**src/hw/dbg_pkg.sv**
```systemverilog
package dbg_pkg;

    typedef logic [7:0]  ch_t;
    typedef logic [3:0]  nibble_t;
    typedef logic [15:0] addr_t;
    typedef logic [31:0] word_t;
    typedef logic [13:0] ram_addr_t;

    typedef enum logic [2:0] {
        CMD_NONE,
        CMD_IDENT,
        CMD_READ,
        CMD_WRITE_REG,
        CMD_WRITE_RAM
    } cmd_e;

    typedef struct packed {
        cmd_e  kind;
        addr_t addr;
        word_t data;
    } dbg_cmd_t;

    typedef enum logic [1:0] {
        ENG_IDLE,
        ENG_RAM_WAIT,
        ENG_FORMAT,
        ENG_WAIT_TX
    } eng_state_e;

    localparam ch_t DOT_CH   = 8'h2e;
    localparam ch_t COLON_CH = 8'h3a;
    localparam ch_t EQ_CH    = 8'h3d;
    localparam ch_t GT_CH    = 8'h3e;
    localparam ch_t QUEST_CH = 8'h3f;
    localparam ch_t PLUS_CH  = 8'h2b;
    localparam ch_t LF_CH    = 8'h0a;

    // hex digits per field on the line
    localparam int ADDR_DIGITS = 4;
    localparam int DATA_DIGITS = 8;

    localparam int HIST_LEN = 14;
    localparam int RESP_LEN = 14;

    // banner prefix, first character in the top byte
    localparam logic [31:0] IDENT_TAG = "DB10";

    typedef struct packed {
        ch_t [RESP_LEN-1:0] chars;
        logic [3:0]         len;
    } resp_line_t;

endpackage

```
**src/hw/regs_pkg.sv**
```systemverilog
package regs_pkg;

    typedef logic [1:0]  reg_idx_t;
    typedef logic [15:0] baud_div_t;
    typedef logic [15:0] enables_t;

    localparam reg_idx_t REG_ID      = 2'd0;
    localparam reg_idx_t REG_BAUD    = 2'd1;
    localparam reg_idx_t REG_ENABLES = 2'd2;
    localparam reg_idx_t REG_SCRATCH = 2'd3;

    localparam logic [31:0] ID_VALUE      = 32'hDB10_0100;
    localparam baud_div_t   BAUD_RESET    = 16'd16;
    localparam enables_t    ENABLES_RESET = 16'h0000;
    localparam logic [31:0] SCRATCH_RESET = 32'h0000_0000;

    typedef struct packed {
        baud_div_t baud_div;
        enables_t  enables;
    } regs_out_t;

endpackage

```
**src/hw/cmd_parser.sv**
```systemverilog
`timescale 1ns/1ps

module cmd_parser (
    input  logic              clk,
    input  logic              rst_n,
    input  dbg_pkg::ch_t      rx_byte,
    input  logic              rx_valid,
    output logic              cmd_valid,
    output dbg_pkg::dbg_cmd_t cmd
);

    dbg_pkg::ch_t     [dbg_pkg::HIST_LEN-1:0] hist;
    dbg_pkg::nibble_t [dbg_pkg::HIST_LEN-1:0] nib;
    logic             [dbg_pkg::HIST_LEN-1:0] hex_ok;
    logic                                     check;

    function automatic logic is_hex(input dbg_pkg::ch_t c);
        return (c >= "0" && c <= "9") || (c >= "A" && c <= "F") || (c >= "a" && c <= "f");
    endfunction

    // only meaningful when is_hex holds
    function automatic dbg_pkg::nibble_t hex_val(input dbg_pkg::ch_t c);
        dbg_pkg::ch_t v;
        if (c <= 8'h39) begin
            v = c - 8'h30;
        end else if (c <= 8'h46) begin
            v = c - 8'h37;
        end else begin
            v = c - 8'h57;
        end
        return v[3:0];
    endfunction

    // hist[0] holds the newest character
    always_ff @(posedge clk or negedge rst_n) begin
        if (!rst_n) begin
            hist  <= '0;
            check <= 1'b0;
        end else begin
            check <= rx_valid;
            if (rx_valid) begin
                hist <= {hist[dbg_pkg::HIST_LEN-2:0], rx_byte};
            end
        end
    end

    always_comb begin
        for (int i = 0; i < dbg_pkg::HIST_LEN; i++) begin
            hex_ok[i] = is_hex(hist[i]);
            nib[i]    = hex_val(hist[i]);
        end
    end

    // shortest pattern first, so the latest command wins
    always_comb begin
        cmd = '0;
        if (hist[0] == dbg_pkg::DOT_CH) begin
            if (hist[1] == dbg_pkg::QUEST_CH) begin
                cmd.kind = dbg_pkg::CMD_IDENT;
            end else if (hist[dbg_pkg::ADDR_DIGITS+1] == dbg_pkg::COLON_CH &&
                         &hex_ok[dbg_pkg::ADDR_DIGITS:1]) begin
                cmd.kind = dbg_pkg::CMD_READ;
                cmd.addr = nib[dbg_pkg::ADDR_DIGITS:1];
            end else if (&hex_ok[dbg_pkg::HIST_LEN-2:1] &&
                         (hist[dbg_pkg::HIST_LEN-1] == dbg_pkg::EQ_CH ||
                          hist[dbg_pkg::HIST_LEN-1] == dbg_pkg::GT_CH)) begin
                cmd.kind = (hist[dbg_pkg::HIST_LEN-1] == dbg_pkg::EQ_CH) ?
                           dbg_pkg::CMD_WRITE_REG : dbg_pkg::CMD_WRITE_RAM;
                cmd.addr = nib[dbg_pkg::HIST_LEN-2 -: dbg_pkg::ADDR_DIGITS];
                cmd.data = nib[dbg_pkg::DATA_DIGITS:1];
            end
        end
    end

    assign cmd_valid = check && (cmd.kind != dbg_pkg::CMD_NONE);

    a_cmd_single: assert property (
        @(posedge clk) disable iff (!rst_n) cmd_valid |=> !cmd_valid);

endmodule

```
**src/hw/ctrl_regs.sv**
```systemverilog
`timescale 1ns/1ps

module ctrl_regs (
    input  logic                clk,
    input  logic                rst_n,
    input  logic                reg_write,
    input  regs_pkg::reg_idx_t  reg_idx,
    input  dbg_pkg::word_t      reg_wdata,
    output dbg_pkg::word_t      reg_rdata,
    output regs_pkg::regs_out_t regs_out
);

    regs_pkg::baud_div_t baud;
    regs_pkg::enables_t  enables;
    dbg_pkg::word_t      scratch;

    always_ff @(posedge clk or negedge rst_n) begin
        if (!rst_n) begin
            baud    <= regs_pkg::BAUD_RESET;
            enables <= regs_pkg::ENABLES_RESET;
            scratch <= regs_pkg::SCRATCH_RESET;
        end else if (reg_write) begin
            case (reg_idx)
                regs_pkg::REG_BAUD:    baud    <= reg_wdata[15:0];
                regs_pkg::REG_ENABLES: enables <= reg_wdata[15:0];
                regs_pkg::REG_SCRATCH: scratch <= reg_wdata;
                // identity word is read only
                default: ;
            endcase
        end
    end

    always_comb begin
        case (reg_idx)
            regs_pkg::REG_ID:      reg_rdata = regs_pkg::ID_VALUE;
            regs_pkg::REG_BAUD:    reg_rdata = {16'h0000, baud};
            regs_pkg::REG_ENABLES: reg_rdata = {16'h0000, enables};
            default:               reg_rdata = scratch;
        endcase
    end

    assign regs_out = '{baud_div: baud, enables: enables};

endmodule

```
**src/hw/dbg_engine.sv**
```systemverilog
`timescale 1ns/1ps

module dbg_engine (
    input  logic                clk,
    input  logic                rst_n,
    input  logic                cmd_valid,
    input  dbg_pkg::dbg_cmd_t   cmd,
    output logic                reg_write,
    output regs_pkg::reg_idx_t  reg_idx,
    output dbg_pkg::word_t      reg_wdata,
    input  dbg_pkg::word_t      reg_rdata,
    input  dbg_pkg::word_t      enables,
    output dbg_pkg::ram_addr_t  ram_addr,
    output dbg_pkg::word_t      ram_wdata,
    output logic                ram_read,
    output logic                ram_write,
    input  dbg_pkg::word_t      ram_rdata,
    output logic                resp_load,
    output dbg_pkg::resp_line_t resp_line,
    input  logic                resp_busy
);

    dbg_pkg::eng_state_e state;
    dbg_pkg::cmd_e       op_kind;
    dbg_pkg::addr_t      op_addr;
    dbg_pkg::word_t      rdata;
    dbg_pkg::resp_line_t line_next;
    logic                start;

    function automatic dbg_pkg::ch_t hex_ch(input dbg_pkg::nibble_t n);
        return (n < 4'd10) ? 8'h30 + n : 8'h37 + n;
    endfunction

    // commands arriving while busy are dropped
    assign start = cmd_valid && (state == dbg_pkg::ENG_IDLE);

    always_ff @(posedge clk or negedge rst_n) begin
        if (!rst_n) begin
            state     <= dbg_pkg::ENG_IDLE;
            reg_write <= 1'b0;
            ram_read  <= 1'b0;
            ram_write <= 1'b0;
            resp_load <= 1'b0;
        end else begin
            reg_write <= 1'b0;
            ram_read  <= 1'b0;
            ram_write <= 1'b0;
            resp_load <= 1'b0;
            case (state)
                dbg_pkg::ENG_IDLE: begin
                    if (start) begin
                        case (cmd.kind)
                            dbg_pkg::CMD_WRITE_REG: reg_write <= 1'b1;
                            dbg_pkg::CMD_WRITE_RAM: ram_write <= 1'b1;
                            dbg_pkg::CMD_IDENT:     state <= dbg_pkg::ENG_FORMAT;
                            dbg_pkg::CMD_READ: begin
                                ram_read <= cmd.addr[15];
                                state    <= cmd.addr[15] ? dbg_pkg::ENG_RAM_WAIT :
                                                           dbg_pkg::ENG_FORMAT;
                            end
                            default: ;
                        endcase
                    end
                end
                dbg_pkg::ENG_RAM_WAIT: state <= dbg_pkg::ENG_FORMAT;
                dbg_pkg::ENG_FORMAT: begin
                    resp_load <= 1'b1;
                    state     <= dbg_pkg::ENG_WAIT_TX;
                end
                // resp_busy only rises the cycle after resp_load
                default: begin
                    if (!resp_busy && !resp_load) begin
                        state <= dbg_pkg::ENG_IDLE;
                    end
                end
            endcase
        end
    end

    always_ff @(posedge clk) begin
        if (start) begin
            op_kind   <= cmd.kind;
            op_addr   <= cmd.addr;
            reg_idx   <= cmd.addr[1:0];
            reg_wdata <= cmd.data;
            ram_addr  <= cmd.addr[13:0];
            ram_wdata <= cmd.data;
        end
        if (state == dbg_pkg::ENG_FORMAT) begin
            resp_line <= line_next;
        end
    end

    assign rdata = op_addr[15] ? ram_rdata : reg_rdata;

    always_comb begin
        line_next = '0;
        if (op_kind == dbg_pkg::CMD_IDENT) begin
            for (int i = 0; i < 4; i++) begin
                line_next.chars[i]   = dbg_pkg::IDENT_TAG[31-8*i -: 8];
                line_next.chars[4+i] = hex_ch(enables[15-4*i -: 4]);
            end
            line_next.len = 4'd8;
        end else begin
            line_next.chars[0] = op_addr[15] ? dbg_pkg::PLUS_CH : dbg_pkg::COLON_CH;
            for (int i = 0; i < dbg_pkg::ADDR_DIGITS; i++) begin
                line_next.chars[1+i] = hex_ch(op_addr[15-4*i -: 4]);
            end
            for (int i = 0; i < dbg_pkg::DATA_DIGITS; i++) begin
                line_next.chars[5+i] = hex_ch(rdata[31-4*i -: 4]);
            end
            line_next.chars[13] = dbg_pkg::DOT_CH;
            line_next.len       = 4'd14;
        end
    end

    // the sender must take every loaded line
    a_resp_taken: assert property (
        @(posedge clk) disable iff (!rst_n) resp_load |=> resp_busy);

endmodule

```
**src/hw/dbg_uart.sv**
```systemverilog
`timescale 1ns/1ps

module dbg_uart (
    input  logic               clk,
    input  logic               rst_n,
    input  logic               rxd,
    output logic               txd,
    output dbg_pkg::ram_addr_t ram_addr,
    output dbg_pkg::word_t     ram_wdata,
    output logic               ram_read,
    output logic               ram_write,
    input  dbg_pkg::word_t     ram_rdata
);

    dbg_pkg::ch_t        rx_byte;
    logic                rx_valid;
    dbg_pkg::ch_t        tx_byte;
    logic                tx_write;
    logic                tx_empty;
    logic                cmd_valid;
    dbg_pkg::dbg_cmd_t   cmd;
    logic                reg_write;
    regs_pkg::reg_idx_t  reg_idx;
    dbg_pkg::word_t      reg_wdata;
    dbg_pkg::word_t      reg_rdata;
    regs_pkg::regs_out_t regs_out;
    logic                resp_load;
    dbg_pkg::resp_line_t resp_line;
    logic                resp_busy;

    uart_core u_uart (
        .clk      (clk),
        .rst_n    (rst_n),
        .rxd      (rxd),
        .txd      (txd),
        .baud_div (regs_out.baud_div),
        .rx_byte  (rx_byte),
        .rx_valid (rx_valid),
        .tx_byte  (tx_byte),
        .tx_write (tx_write),
        .tx_empty (tx_empty)
    );

    cmd_parser u_parser (
        .clk       (clk),
        .rst_n     (rst_n),
        .rx_byte   (rx_byte),
        .rx_valid  (rx_valid),
        .cmd_valid (cmd_valid),
        .cmd       (cmd)
    );

    dbg_engine u_engine (
        .clk       (clk),
        .rst_n     (rst_n),
        .cmd_valid (cmd_valid),
        .cmd       (cmd),
        .reg_write (reg_write),
        .reg_idx   (reg_idx),
        .reg_wdata (reg_wdata),
        .reg_rdata (reg_rdata),
        .enables   ({16'h0000, regs_out.enables}),
        .ram_addr  (ram_addr),
        .ram_wdata (ram_wdata),
        .ram_read  (ram_read),
        .ram_write (ram_write),
        .ram_rdata (ram_rdata),
        .resp_load (resp_load),
        .resp_line (resp_line),
        .resp_busy (resp_busy)
    );

    resp_tx u_resp (
        .clk       (clk),
        .rst_n     (rst_n),
        .rx_byte   (rx_byte),
        .rx_valid  (rx_valid),
        .resp_load (resp_load),
        .resp_line (resp_line),
        .resp_busy (resp_busy),
        .tx_byte   (tx_byte),
        .tx_write  (tx_write),
        .tx_empty  (tx_empty)
    );

    ctrl_regs u_regs (
        .clk       (clk),
        .rst_n     (rst_n),
        .reg_write (reg_write),
        .reg_idx   (reg_idx),
        .reg_wdata (reg_wdata),
        .reg_rdata (reg_rdata),
        .regs_out  (regs_out)
    );

endmodule

```
**src/hw/resp_tx.sv**
```systemverilog
`timescale 1ns/1ps

module resp_tx (
    input  logic                clk,
    input  logic                rst_n,
    input  dbg_pkg::ch_t        rx_byte,
    input  logic                rx_valid,
    input  logic                resp_load,
    input  dbg_pkg::resp_line_t resp_line,
    output logic                resp_busy,
    output dbg_pkg::ch_t        tx_byte,
    output logic                tx_write,
    input  logic                tx_empty
);

    dbg_pkg::resp_line_t line;
    logic [3:0]          ptr;
    logic                last;
    logic                echo_pend;
    dbg_pkg::ch_t        echo_byte;

    // pointer past the text selects the closing LF
    assign last     = (ptr == line.len);
    assign tx_write = tx_empty && (resp_busy || echo_pend);
    assign tx_byte  = !resp_busy ? echo_byte :
                      last       ? dbg_pkg::LF_CH : line.chars[ptr];

    always_ff @(posedge clk or negedge rst_n) begin
        if (!rst_n) begin
            resp_busy <= 1'b0;
            ptr       <= '0;
            echo_pend <= 1'b0;
        end else begin
            if (resp_load) begin
                resp_busy <= 1'b1;
                ptr       <= '0;
            end else if (resp_busy && tx_write) begin
                if (last) begin
                    resp_busy <= 1'b0;
                end else begin
                    ptr <= ptr + 1'b1;
                end
            end
            if (!resp_busy && tx_write) begin
                echo_pend <= 1'b0;
            end
            if (!resp_busy && rx_valid) begin
                echo_pend <= 1'b1;
            end
        end
    end

    always_ff @(posedge clk) begin
        if (resp_load) begin
            line <= resp_line;
        end
        if (!resp_busy && rx_valid) begin
            echo_byte <= rx_byte;
        end
    end

    a_load_idle: assert property (
        @(posedge clk) disable iff (!rst_n) resp_load |-> !resp_busy);

endmodule

```
**src/hw/uart_core.sv**
```systemverilog
`timescale 1ns/1ps

module uart_core (
    input  logic                clk,
    input  logic                rst_n,
    input  logic                rxd,
    output logic                txd,
    input  regs_pkg::baud_div_t baud_div,
    output dbg_pkg::ch_t        rx_byte,
    output logic                rx_valid,
    input  dbg_pkg::ch_t        tx_byte,
    input  logic                tx_write,
    output logic                tx_empty
);

    logic                rx_meta;
    logic                rx_s;
    logic                rx_busy;
    regs_pkg::baud_div_t rx_cnt;
    logic [3:0]          rx_bit;
    logic                rx_tick;
    dbg_pkg::ch_t        rx_shift;

    logic                tx_busy;
    regs_pkg::baud_div_t tx_cnt;
    logic [3:0]          tx_left;
    logic [9:0]          tx_shift;

    assign rx_tick = rx_busy && (rx_cnt == '0);
    assign rx_byte = rx_shift;

    always_ff @(posedge clk or negedge rst_n) begin
        if (!rst_n) begin
            rx_meta  <= 1'b1;
            rx_s     <= 1'b1;
            rx_busy  <= 1'b0;
            rx_cnt   <= '0;
            rx_bit   <= '0;
            rx_valid <= 1'b0;
        end else begin
            rx_meta  <= rxd;
            rx_s     <= rx_meta;
            rx_valid <= 1'b0;
            if (!rx_busy) begin
                // first sample lands in the middle of the start bit
                if (!rx_s) begin
                    rx_busy <= 1'b1;
                    rx_cnt  <= baud_div >> 1;
                    rx_bit  <= '0;
                end
            end else if (!rx_tick) begin
                rx_cnt <= rx_cnt - 1'b1;
            end else begin
                rx_cnt <= baud_div - 1'b1;
                rx_bit <= rx_bit + 1'b1;
                if (rx_bit == 4'd0 && rx_s) begin
                    rx_busy <= 1'b0;
                end else if (rx_bit == 4'd9) begin
                    rx_busy  <= 1'b0;
                    rx_valid <= rx_s;  // bad stop bit drops the frame
                end
            end
        end
    end

    // lsb first
    always_ff @(posedge clk) begin
        if (rx_tick && rx_bit != 4'd0 && rx_bit != 4'd9) begin
            rx_shift <= {rx_s, rx_shift[7:1]};
        end
    end

    assign txd      = tx_shift[0];
    assign tx_empty = !tx_busy;

    always_ff @(posedge clk or negedge rst_n) begin
        if (!rst_n) begin
            tx_busy  <= 1'b0;
            tx_cnt   <= '0;
            tx_left  <= '0;
            tx_shift <= '1;
        end else if (!tx_busy) begin
            if (tx_write) begin
                tx_busy  <= 1'b1;
                tx_cnt   <= baud_div - 1'b1;
                tx_left  <= 4'd9;
                tx_shift <= {1'b1, tx_byte, 1'b0};
            end
        end else if (tx_cnt != '0) begin
            tx_cnt <= tx_cnt - 1'b1;
        end else if (tx_left == '0) begin
            tx_busy <= 1'b0;
        end else begin
            tx_cnt   <= baud_div - 1'b1;
            tx_left  <= tx_left - 1'b1;
            tx_shift <= {1'b1, tx_shift[9:1]};
        end
    end

    a_tx_write_empty: assert property (
        @(posedge clk) disable iff (!rst_n) tx_write |-> tx_empty);

endmodule

```
**config.mk**
```make
export PLATFORM = sky130hd
export DESIGN_NAME = dbg_uart
export DESIGN_NICKNAME = d
export VERILOG_FILES = /design/src/hw/dbg_pkg.sv /design/src/hw/regs_pkg.sv /design/src/hw/cmd_parser.sv /design/src/hw/ctrl_regs.sv /design/src/hw/dbg_engine.sv /design/src/hw/dbg_uart.sv /design/src/hw/resp_tx.sv /design/src/hw/uart_core.sv
export SDC_FILE = /design/constraint.sdc
export NUM_CORES = 1
export LEC_CHECK = 0
export ABC_CLOCK_PERIOD_IN_PS = 7950
export BUFFER_PORTS_ARGS = -buffer_cell sky130_fd_sc_hd__buf_2
export CAP_MARGIN = 20
export CORE_ASPECT_RATIO = 0.8
export CORE_MARGIN = 5
export CORE_UTILIZATION = 55
export CTS_BUF_LIST = sky130_fd_sc_hd__clkbuf_8
export CTS_CLUSTER_DIAMETER = 150
export DETAILED_ROUTE_END_ITERATION = 10
export HOLD_SLACK_MARGIN = 0.03
export PLACE_DENSITY = 0.72
export SYNTH_ARGS = -nofsm -noshare
export SYNTH_HDL_FRONTEND = slang
export SYNTH_HIERARCHICAL = 1
export SYNTH_SLANG_ARGS = --single-unit
```
**constraint.sdc**
```tcl
create_clock -name clk -period 7.95 [get_ports clk]
set_clock_uncertainty 0.15 [all_clocks]
set_input_delay 0 -clock clk [delete_from_list [all_inputs] [get_ports clk]]
set_output_delay 0 -clock clk [all_outputs]
set_load 0.005 [all_outputs]
```
# After elaboration in Yosys (flattened, before gate mapping)
# Cells that the tools add are included.
[op_classes]
add_sub_neg = 74
order_cmp = 89
n_eq_ne = 26
n_mux = 110
bitwise_logic = 2
reduce_logical = 104
[op_table]
columns = ["op", "n"]
rows = [
  ["$add 6x4->7 const A", 32],
  ["$ge 8x7->1 const B", 24],
  ["$le 8x7->1 const B", 24],
  ["$mux 8", 19],
  ["$mux 4", 34],
  ["$mux 16", 7],
  ["$mux 51", 2],
  ["$ge 8x6->1 const B", 12],
  ["$le 8x6->1 const B", 12],
  ["$pmux 32 s3", 1],
  ["$sub 4x3->4 const B", 24],
  ["$mux 68", 1],
  ["$lt 4x4->1 const B", 16],
  ["$mux 32", 2],
  ["$sub 4x1->4 const B", 13],
  ["$logic_and 1x1->1", 49],
  ["$mux 48", 1],
  ["$sub 16x1->16 const B", 3],
  ["$mux 46", 1],
  ["$eq 8x6->1 const B", 5],
  ["$mux 10", 4],
  ["$bmux 8 s4", 1],
  ["$mux 1", 28],
  ["$logic_or 1x1->1", 26],
  ["34 further kinds", 64],
]
[word_totals]
register_bits = 559
in_bits = 35

# Longest topological paths before layout
# Gate-level depths: netlist (run 1).
[depth]
depth_word = 15
ltp_mapped = 14
mapped_depth_nobuf = 13

# By module
# The synthesis (run 1) kept the hierarchy.
[by_module_without_submodules]
columns = ["module", "n_inst", "cells_each", "area_per_inst_um2", "seq_area_each_um2"]
rows = [
  ["dbg_engine", 1, 616, 7554.7, 4354.2],
  ["cmd_parser", 1, 665, 6962.9, 2827.7],
  ["resp_tx", 1, 273, 5134.9, 3873.7],
  ["uart_core", 1, 401, 3841.2, 1605.3],
  ["ctrl_regs", 1, 197, 2984.1, 1602.8],
  ["dbg_uart", 1, 1, 3.8, 0.0],
]

# Least setup slack after synthesis (run 1)
# No wires, ideal clock.
[synth_path]
path_kind = "register to register"
from = "register u_parser/hist[46] (netlist bit)"
to = "register u_engine.op_addr[13] (enable)"
setup_time_ps = 405
t_arrival_ps = 3561
required_time_ps = 7395
slack_ps = 3834
path_stages_with_launch = 10
synth_period_minus_slack_ps = 4116
path_cell_list = "dfrtp_1 a222oi_1 nand3_1 or4b_4 nor4_4 nand4_4 nor3_1 o31a_1 nand2_1 inv_1"
[synth_rtl]
columns = ["item", "line_no", "source"]
rows = [
  ["start, declared", "cmd_parser.sv:12", "dbg_pkg::ch_t [dbg_pkg::HIST_LEN-1:0] hist;"],
  ["start signal, assigned", "cmd_parser.sv:42", "hist <= {hist[dbg_pkg::HIST_LEN-2:0], rx_byte};"],
  ["end signal, assigned", "dbg_engine.sv:83", "op_addr <= cmd.addr;"],
  ["end, declared", "dbg_engine.sv:25", "dbg_pkg::addr_t op_addr;"],
]

==> summary.txt, run 1 <==
Finish
  – NumNets Final: about 2,400
  – Antenna cells: 0
  – Fraction of layout cells with a size suffix above 1: a little under a quarter
  – Area Overhead vs Synth: 9.81%

Timing
  – Slew Viols, Final: 0
  – RSZ-0062 raised after global routing: no
  – Final worst slack: approximately 3200 ps
  – Worst rel slew slack: 27.0%
  – Max Fclk: 210 MHz
  – Post-Route Setup TNS: 0 ps
  – Actual slew at the worst max-slew pin: 1100 ps
  – Fin crit period: 4750 ps
  – Period utilization: 59.8%
  – Final hold violations: 0
  – Final setup violating endpoints: 0

CTS
  – CTS Buffer Depth: 3
  – Root Buffer: clkbuf_8
  – Clock Pin Slew Worst Setup and Hold Paths: 60 ps
  – Number of clock sinks: 515
  – H-tree levels: 3
  – Worst skew pair latency: 670 ps
  – CTS tree: done
  – Inserted Clock Buffers: 83

Global route
  – Vias in the first global route: 17,600
  – Global Route Usage Sum: 24.8%
  – First-pass GRT wire length: approximately 100,000 µm
  – Grt ovf: 0
  – Largest net degree at the start of global routing: approximately 100
  – Antenna violations before repair: 4

Power
  – Switching Share: 23.2%
  – Worst VDD drop: 0.145 mV
  – PwrDens: ~190 mW/mm²
  – Clk network pwr share: 42.8%
  – Psw: 0.00127 W
  – Comb pwr share: 4.5%
  – Internal power: 0.00419 W
  – Leakage: 11.8 nW
  – Sequential power share: 52.8%

Worst hold path
  – Hold Path Class: flop to flop

Synth
  – Synth warnings: 6
  – Cell area after synthesis: 0.0265 mm²
  – Syn_area_per_cell: 12.3 µm²
  – Synth Instances: 2,152

Floorplanning
  – Initial Util: 55.9%
  – Die Wd: 255 µm
  – Core area: around 0.047 mm²
  – Rows: 71
  – DIE AREA: 0.0527 mm²
  – Ports: 84
  – Die H: roughly 210 µm

Critical path
  – Crit Path Category: flop to flop
  – Crit Path Max Fanout: 51
  – CP Capture Type: flop
  – Worst Setup Start Kind: flop
  – Crit path DAT: 4860 ps
  – Required time worst endpoint: 8060 ps

Route
  – Routed wire per std cell: 22.4 µm
  – DRT met1 WL: between 20,000 and 30,000 µm
  – Drt via density: 6.03
  – TritonRoute pass-1 iters: 6
  – Remaining DRCs: 0
  – Metal3 WL: about 5200 µm
  – 1st-iter DRT viols: roughly 1,900
  – Routed Antenna Nets: 0
  – Met2 Wirelength: 29,100 µm
  – Top Layer Used: met4
  – DR vias: 17,700
  – Final wirelength: 65,800 µm

Placed design
  – RePlAce Congestion: 0.922
  – Port bufs: 83
  – Post-Place Setup Slack: 3350 ps
  – Final HPWL DP: 44,100 µm

Flow run
  – Max cap viols: 0

Run status
  – Status: finished clean
-- area by class of cell --
| type | instances | area [µm²] |
|---|---|---|
| fillers | 3676 | 18300 |
| flip-flops and latches | 515 | 14300 |
| clock buffers | 95 | 1310 |
| clock inverters | 58 | 383 |
| repair buffers | 161 | 1210 |
| inverters | 87 | 328 |
| multi-input cells | 1395 | 10800 |
| well taps | 620 | 776 |
-- cells in the final DEF (no fill, tap or decap), types with 62 or more instances in the layout --
| cell | n |
|---|---|
| o21ai_0 | 90 |
| a21oi_1 | 88 |
| nand2_1 | 133 |
| buf_2 | 82 |
| inv_1 | 111 |
| dlygate4sd3_1 | 62 |
| mux2_2 | 177 |
| edfxtp_1 | 272 |
| clkbuf_8 | 95 |
| ha_1 | 73 |
| dfrtp_1 | 229 |
| nor2_1 | 133 |
-- state kept, by name, summed over array words and instances, names as in the netlist, 2 cells and up --
register            count
u_engine/op_addr        3
u_engine/op_kind        3
u_engine/ram_addr      12
u_engine/ram_wdata     32
u_engine/resp_line     89
u_engine/state          2
u_parser/hist         112
u_regs/baud            16
u_regs/enables         16
u_regs/scratch         32
u_resp/echo_byte        8
u_resp/line           116
u_resp/ptr              4
u_uart/rx_bit           4
u_uart/rx_byte          8
u_uart/rx_cnt          16
u_uart/tx_cnt          16
u_uart/tx_left          4
u_uart/tx_shift         9
-- per-stage QoR --
step | power (W) | hold slack, ps | std cells | util, % | cell area (µm²)
final | 0.00545 | 205 | 2931 | 61.4 | 29100
after global placement | 0.00313 | -19.5 | 2712 | 56.4 | 26700
after CTS | 0.00550 | 206 | 2929 | 61.3 | 29000
after detailed placement | 0.00314 | -18.6 | 2713 | 56.4 | 26700
after floorplan | 0.00307 | -446 | 2169 | - | 26500
after global routing | 0.00567 | 210 | 2931 | 61.4 | 29100
-- worst max-delay path, stage by stage, from the launching register on --
cell and delay [ps]:
dfrtp_1 460, inv_1 130, ha_1 170, nor2_1 60, a2111oi_0 750, nand4_1 270, nor4_4 370, nand4_4 310
nor3_1 560, o31a_1 200, nand2_1 110, inv_2 790
-- power by group through the flow --
stage | combinational [W] | clock (W) | sequential [W]
2_1_floorplan | 0.000155 | 0 | 0.00291
3_3_place_gp | 0.000201 | 0 | 0.00293
3_5_place_dp | 0.000209 | 0 | 0.00293
4_1_cts | 0.000240 | 0.00238 | 0.00288
5_1_grt | 0.000273 | 0.00252 | 0.00288
6_report | 0.000243 | 0.00233 | 0.00288
-- worst paths after layout --
path	to	from	slack, ps	cells past startpoint
min in group asynchronous	u_uart/rx_s$_DFF_PN1_	rst_n	410	3
worst min register to register	u_uart/rx_s$_DFF_PN1_	u_uart/rx_meta$_DFF_PN1_	200	0
worst min-delay path	u_uart/rx_s$_DFF_PN1_	u_uart/rx_meta$_DFF_PN1_	200	0
worst max register to register	u_engine/ram_wdata[1]$_DFFE_PN_	u_parser/hist[56]$_DFFE_PN0P_	3200	11
max in group asynchronous	u_parser/hist[47]$_DFFE_PN0P_	rst_n	6510	4
worst max-delay path	u_engine/ram_wdata[1]$_DFFE_PN_	u_parser/hist[56]$_DFFE_PN0P_	3200	11
-- what timing repair did --
| action | in CTS | in global routing |
|---|---|---|
| endpoints found under the hold margin | 170 | 0 |
| resized for setup | 0 | 0 |
| buffers inserted | 0 | 0 |
| hold buffers | 63 | 0 |
-- per-layer routing --
metal  vias up  track usage [%]
met4         0             7.59
li1       7998                -
met2       718             37.7
met1      8834             36.4
met5         -                0
met3       120             4.93
(Power assumes the default switching activity.)
==> run 2, diff against run 1 <==
--- a/config.mk
+++ b/config.mk
@@ -5,7 +5,7 @@
 export SDC_FILE = /design/constraint.sdc
 export NUM_CORES = 1
 export LEC_CHECK = 0
-export ABC_CLOCK_PERIOD_IN_PS = 7950
+export ABC_CLOCK_PERIOD_IN_PS = 3900
 export BUFFER_PORTS_ARGS = -buffer_cell sky130_fd_sc_hd__buf_2
 export CAP_MARGIN = 20
 export CORE_ASPECT_RATIO = 0.8
@@ -15,7 +15,7 @@
 export CTS_CLUSTER_DIAMETER = 150
 export DETAILED_ROUTE_END_ITERATION = 10
 export HOLD_SLACK_MARGIN = 0.03
-export PLACE_DENSITY = 0.72
+export PLACE_DENSITY = 0.75
 export SYNTH_ARGS = -nofsm -noshare
 export SYNTH_HDL_FRONTEND = slang
 export SYNTH_HIERARCHICAL = 1
==> constraint.sdc (replaced) <==
create_clock -name clk -period 3.9 [get_ports clk]
set_clock_uncertainty 0.15 [all_clocks]
set_input_delay 0 -clock clk [delete_from_list [all_inputs] [get_ports clk]]
set_output_delay 0 -clock clk [all_outputs]
set_load 0.005 [all_outputs]
==> run 2 against run 1 <==
Count of clock-buffer cells in the layout fell by 9. Sequential power is 100% higher. First-iteration DRC count fell by 2.7%. Total power grew 100%. Setup slack lost 3100 ps. Largest cell class unchanged. Largest power group unchanged. Highest routed layer is now met5.
==> summary.txt, run 2 (synthesis gave the netlist of run 1 again) <==
Run status
  – Status: finished clean

Critical path
  – CP Cell Sequence: inv_1 > ha_1 > nor2_1 > a2111oi_1 > nand4_1 > nor4_4 > nand4_4 > nor3_1 > o31a_1 > nand2_1 > o32ai_4 > a21boi_0 > o21a_1
  – WP buf/inv: 1
  – Worst Setup Start Kind: flop
  – Required time worst endpoint: approximately 4300 ps
  – CP delay by family, top: compound AO/OA/AOI/OAI gates
  – Slowest CP cell: a2111oi_1
  – CP peak stage delay: 550 ps
  – Crit Path Category: flop to flop
  – Crit Path Max Fanout: 5
  – CP Capture Type: flop
  – FF-to-FF setup slack: 120 ps
  – Crit path DAT: 4220 ps

Finish
  – Non-Filler Instances: between 2,000 and 3,000
  – Largest register by flop count: u_resp/line
  – NumNets Final: 2,371
  – Most frequent cells in the layout: edfxtp_1, dfrtp_1, mux2_2, nor2_1, nand2_1
  – Antenna cells: 0
  – Utilization after layout: 61.9%
  – Area Overhead vs Synth: 10.7%
  – Registers with the most flip-flops: u_resp/line (116), u_parser/hist (112), u_engine/resp_line (89)
  – Post-route cell area: 0.0293 mm²
  – Commonest non-fill, non-tap cell in the layout: edfxtp_1
  – Max reg flops: approximately 120
  – Fraction of layout cells with a size suffix above 1: 24.0%

Global route
  – Met3 Usage GRT: 4.97%
  – Largest net degree at the start of global routing: 127
  – Antenna violations before repair: 4
  – GR peak layer: met2
  – First-pass GRT wire length: 102,000 µm
  – Grt ovf: 0
  – Vias in the first global route: 17,600
  – Global Route Usage Sum: 24.5%
  – Grt met1 use: between 30% and 40%
  – GR Util met2: 38.8%

Timing
  – Final worst slack: 121 ps
  – Final setup violating endpoints: 0
  – Slew Viols, Final: 0
  – Actual slew at the worst max-slew pin: 957 ps
  – Final hold violations: 0
  – Max Fclk: 265 MHz
  – Worst rel slew slack: a little over a third
  – Fin crit period: 3780 ps
  – Period utilization: roughly 97%

Route
  – Routed Antenna Nets: 0
  – Final wirelength: between 60,000 and 70,000 µm
  – TritonRoute pass-1 iters: 6
  – Drt via density: 6.02
  – DR vias: roughly 18,000
  – Routed wire per std cell: approximately 22 µm
  – 1st-iter DRT viols: 1,868
  – Remaining DRCs: 0

CTS
  – Clock Pin Slew Worst Setup and Hold Paths: 60 ps
  – Inserted Clock Buffers: 81
  – Root Buffer: clkbuf_8
  – CTS tree: done
  – CTS Buffer Depth: 3
  – Worst skew pair latency: 670 ps
  – H-tree levels: 3
  – Number of clock sinks: 515

Placed design
  – Final HPWL DP: 45,100 µm
  – RePlAce Congestion: between 0.9 and 1
  – Placed Area: roughly 0.027 mm²
  – Port bufs: 83
  – Placed Cells: 2,734
  – Post-Place Setup Slack: 145 ps

Flow run
  – Max cap viols: 0

Floorplanning
  – Die H: 206 µm
  – Initial Util: 55.9%
  – Ports: 84
  – DIE AREA: 0.0527 mm²
  – Rows: 71
  – Core area: 0.0473 mm²
  – Die Wd: around 260 µm

Power
  – PwrDens: ~380 mW/mm²
  – Worst VDD drop: 0.295 mV
  – Leakage: 11.9 nW

Worst hold path
  – Hold Path Class: flop to flop
## run 2: cell types whose count changed in the layout (fill, tap and decap cells not counted), moves of 2 or more
cell,change
clkbuf_8,-9
a2111oi_1,+2
buf_12,+8
inv_1,-11
buf_4,+13
a2111oi_0,-3
clkinv_1,+7
clkinv_2,+10
## run 2: path summary, 6_finish.rpt
path / start / endpoint / cells past startpoint
min in group asynchronous: rst_n / u_uart/rx_meta$_DFF_PN1_ / 3
min: u_uart/rx_meta$_DFF_PN1_ / u_uart/rx_s$_DFF_PN1_ / 0
max reg2reg: u_parser/hist[57]$_DFFE_PN0P_ / u_engine/state[0]$_DFFE_PN0P_ / 13
max: u_parser/hist[57]$_DFFE_PN0P_ / u_engine/state[0]$_DFFE_PN0P_ / 13
min reg2reg: u_uart/rx_meta$_DFF_PN1_ / u_uart/rx_s$_DFF_PN1_ / 0
max in group asynchronous: rst_n / u_resp/resp_busy$_DFFE_PN0P_ / 4
## run 2: where the power goes
group | internal (W) | leakage (nW) | switching (W) | total, W
logic | 0.000247 | 5.40 | 0.000243 | 0.000490
clock network | 0.00241 | 0.916 | 0.00222 | 0.00463
registers | 0.00577 | 5.59 | 0.0000971 | 0.00587
## run 2: per-stage QoR
stage / hold WS (ps) / power (W) / TNS [ps]
6_report: 215 / 0.0110 / 0
5_1_grt: 223 / 0.0114 / -306
4_1_cts: 223 / 0.0111 / 0
3_5_place_dp: -41.5 / 0.00640 / 0
3_3_place_gp: -41.1 / 0.00637 / 0
2_1_floorplan: -446 / 0.00626 / 0
## run 2: final cells by class
cell class / count / area, µm²
clock buffer: 86 / 1180
clock inverter: 65 / 454
fill: 3593 / 18000
inverter: 87 / 332
multi-input combinational: 1395 / 10800
sequential: 515 / 14300
tap: 620 / 776
timing repair buffer: 182 / 1450
## run 2: repair_timing
action | 4_1_cts | 5_1_grt
buffers inserted | 0 | 0
endpoints found under the hold margin | 291 | 0
hold buffers | 64 | 0
setup endpoints to repair | 0 | 8
gates resized for setup | 0 | 8
## run 2: routing by layer
| layer | wire, µm | vias to the layer above |
|---|---|---|
| li1 | - | 8051 |
| met1 | 28500 | 8842 |
| met2 | 30300 | 760 |
| met3 | 5340 | 104 |
| met4 | 1260 | 2 |
| met5 | 13 | - |
## run 2: worst register-to-register path, cell delays in order (launching register included)
cell and delay, ps:
dfrtp_1 420, inv_1 150, ha_1 190, nor2_1 60, a2111oi_1 550, nand4_1 240, nor4_4 480, nand4_4 140
nor3_1 300, o31a_1 170, nand2_1 120, o32ai_4 340, a21boi_0 250, o21a_1 140
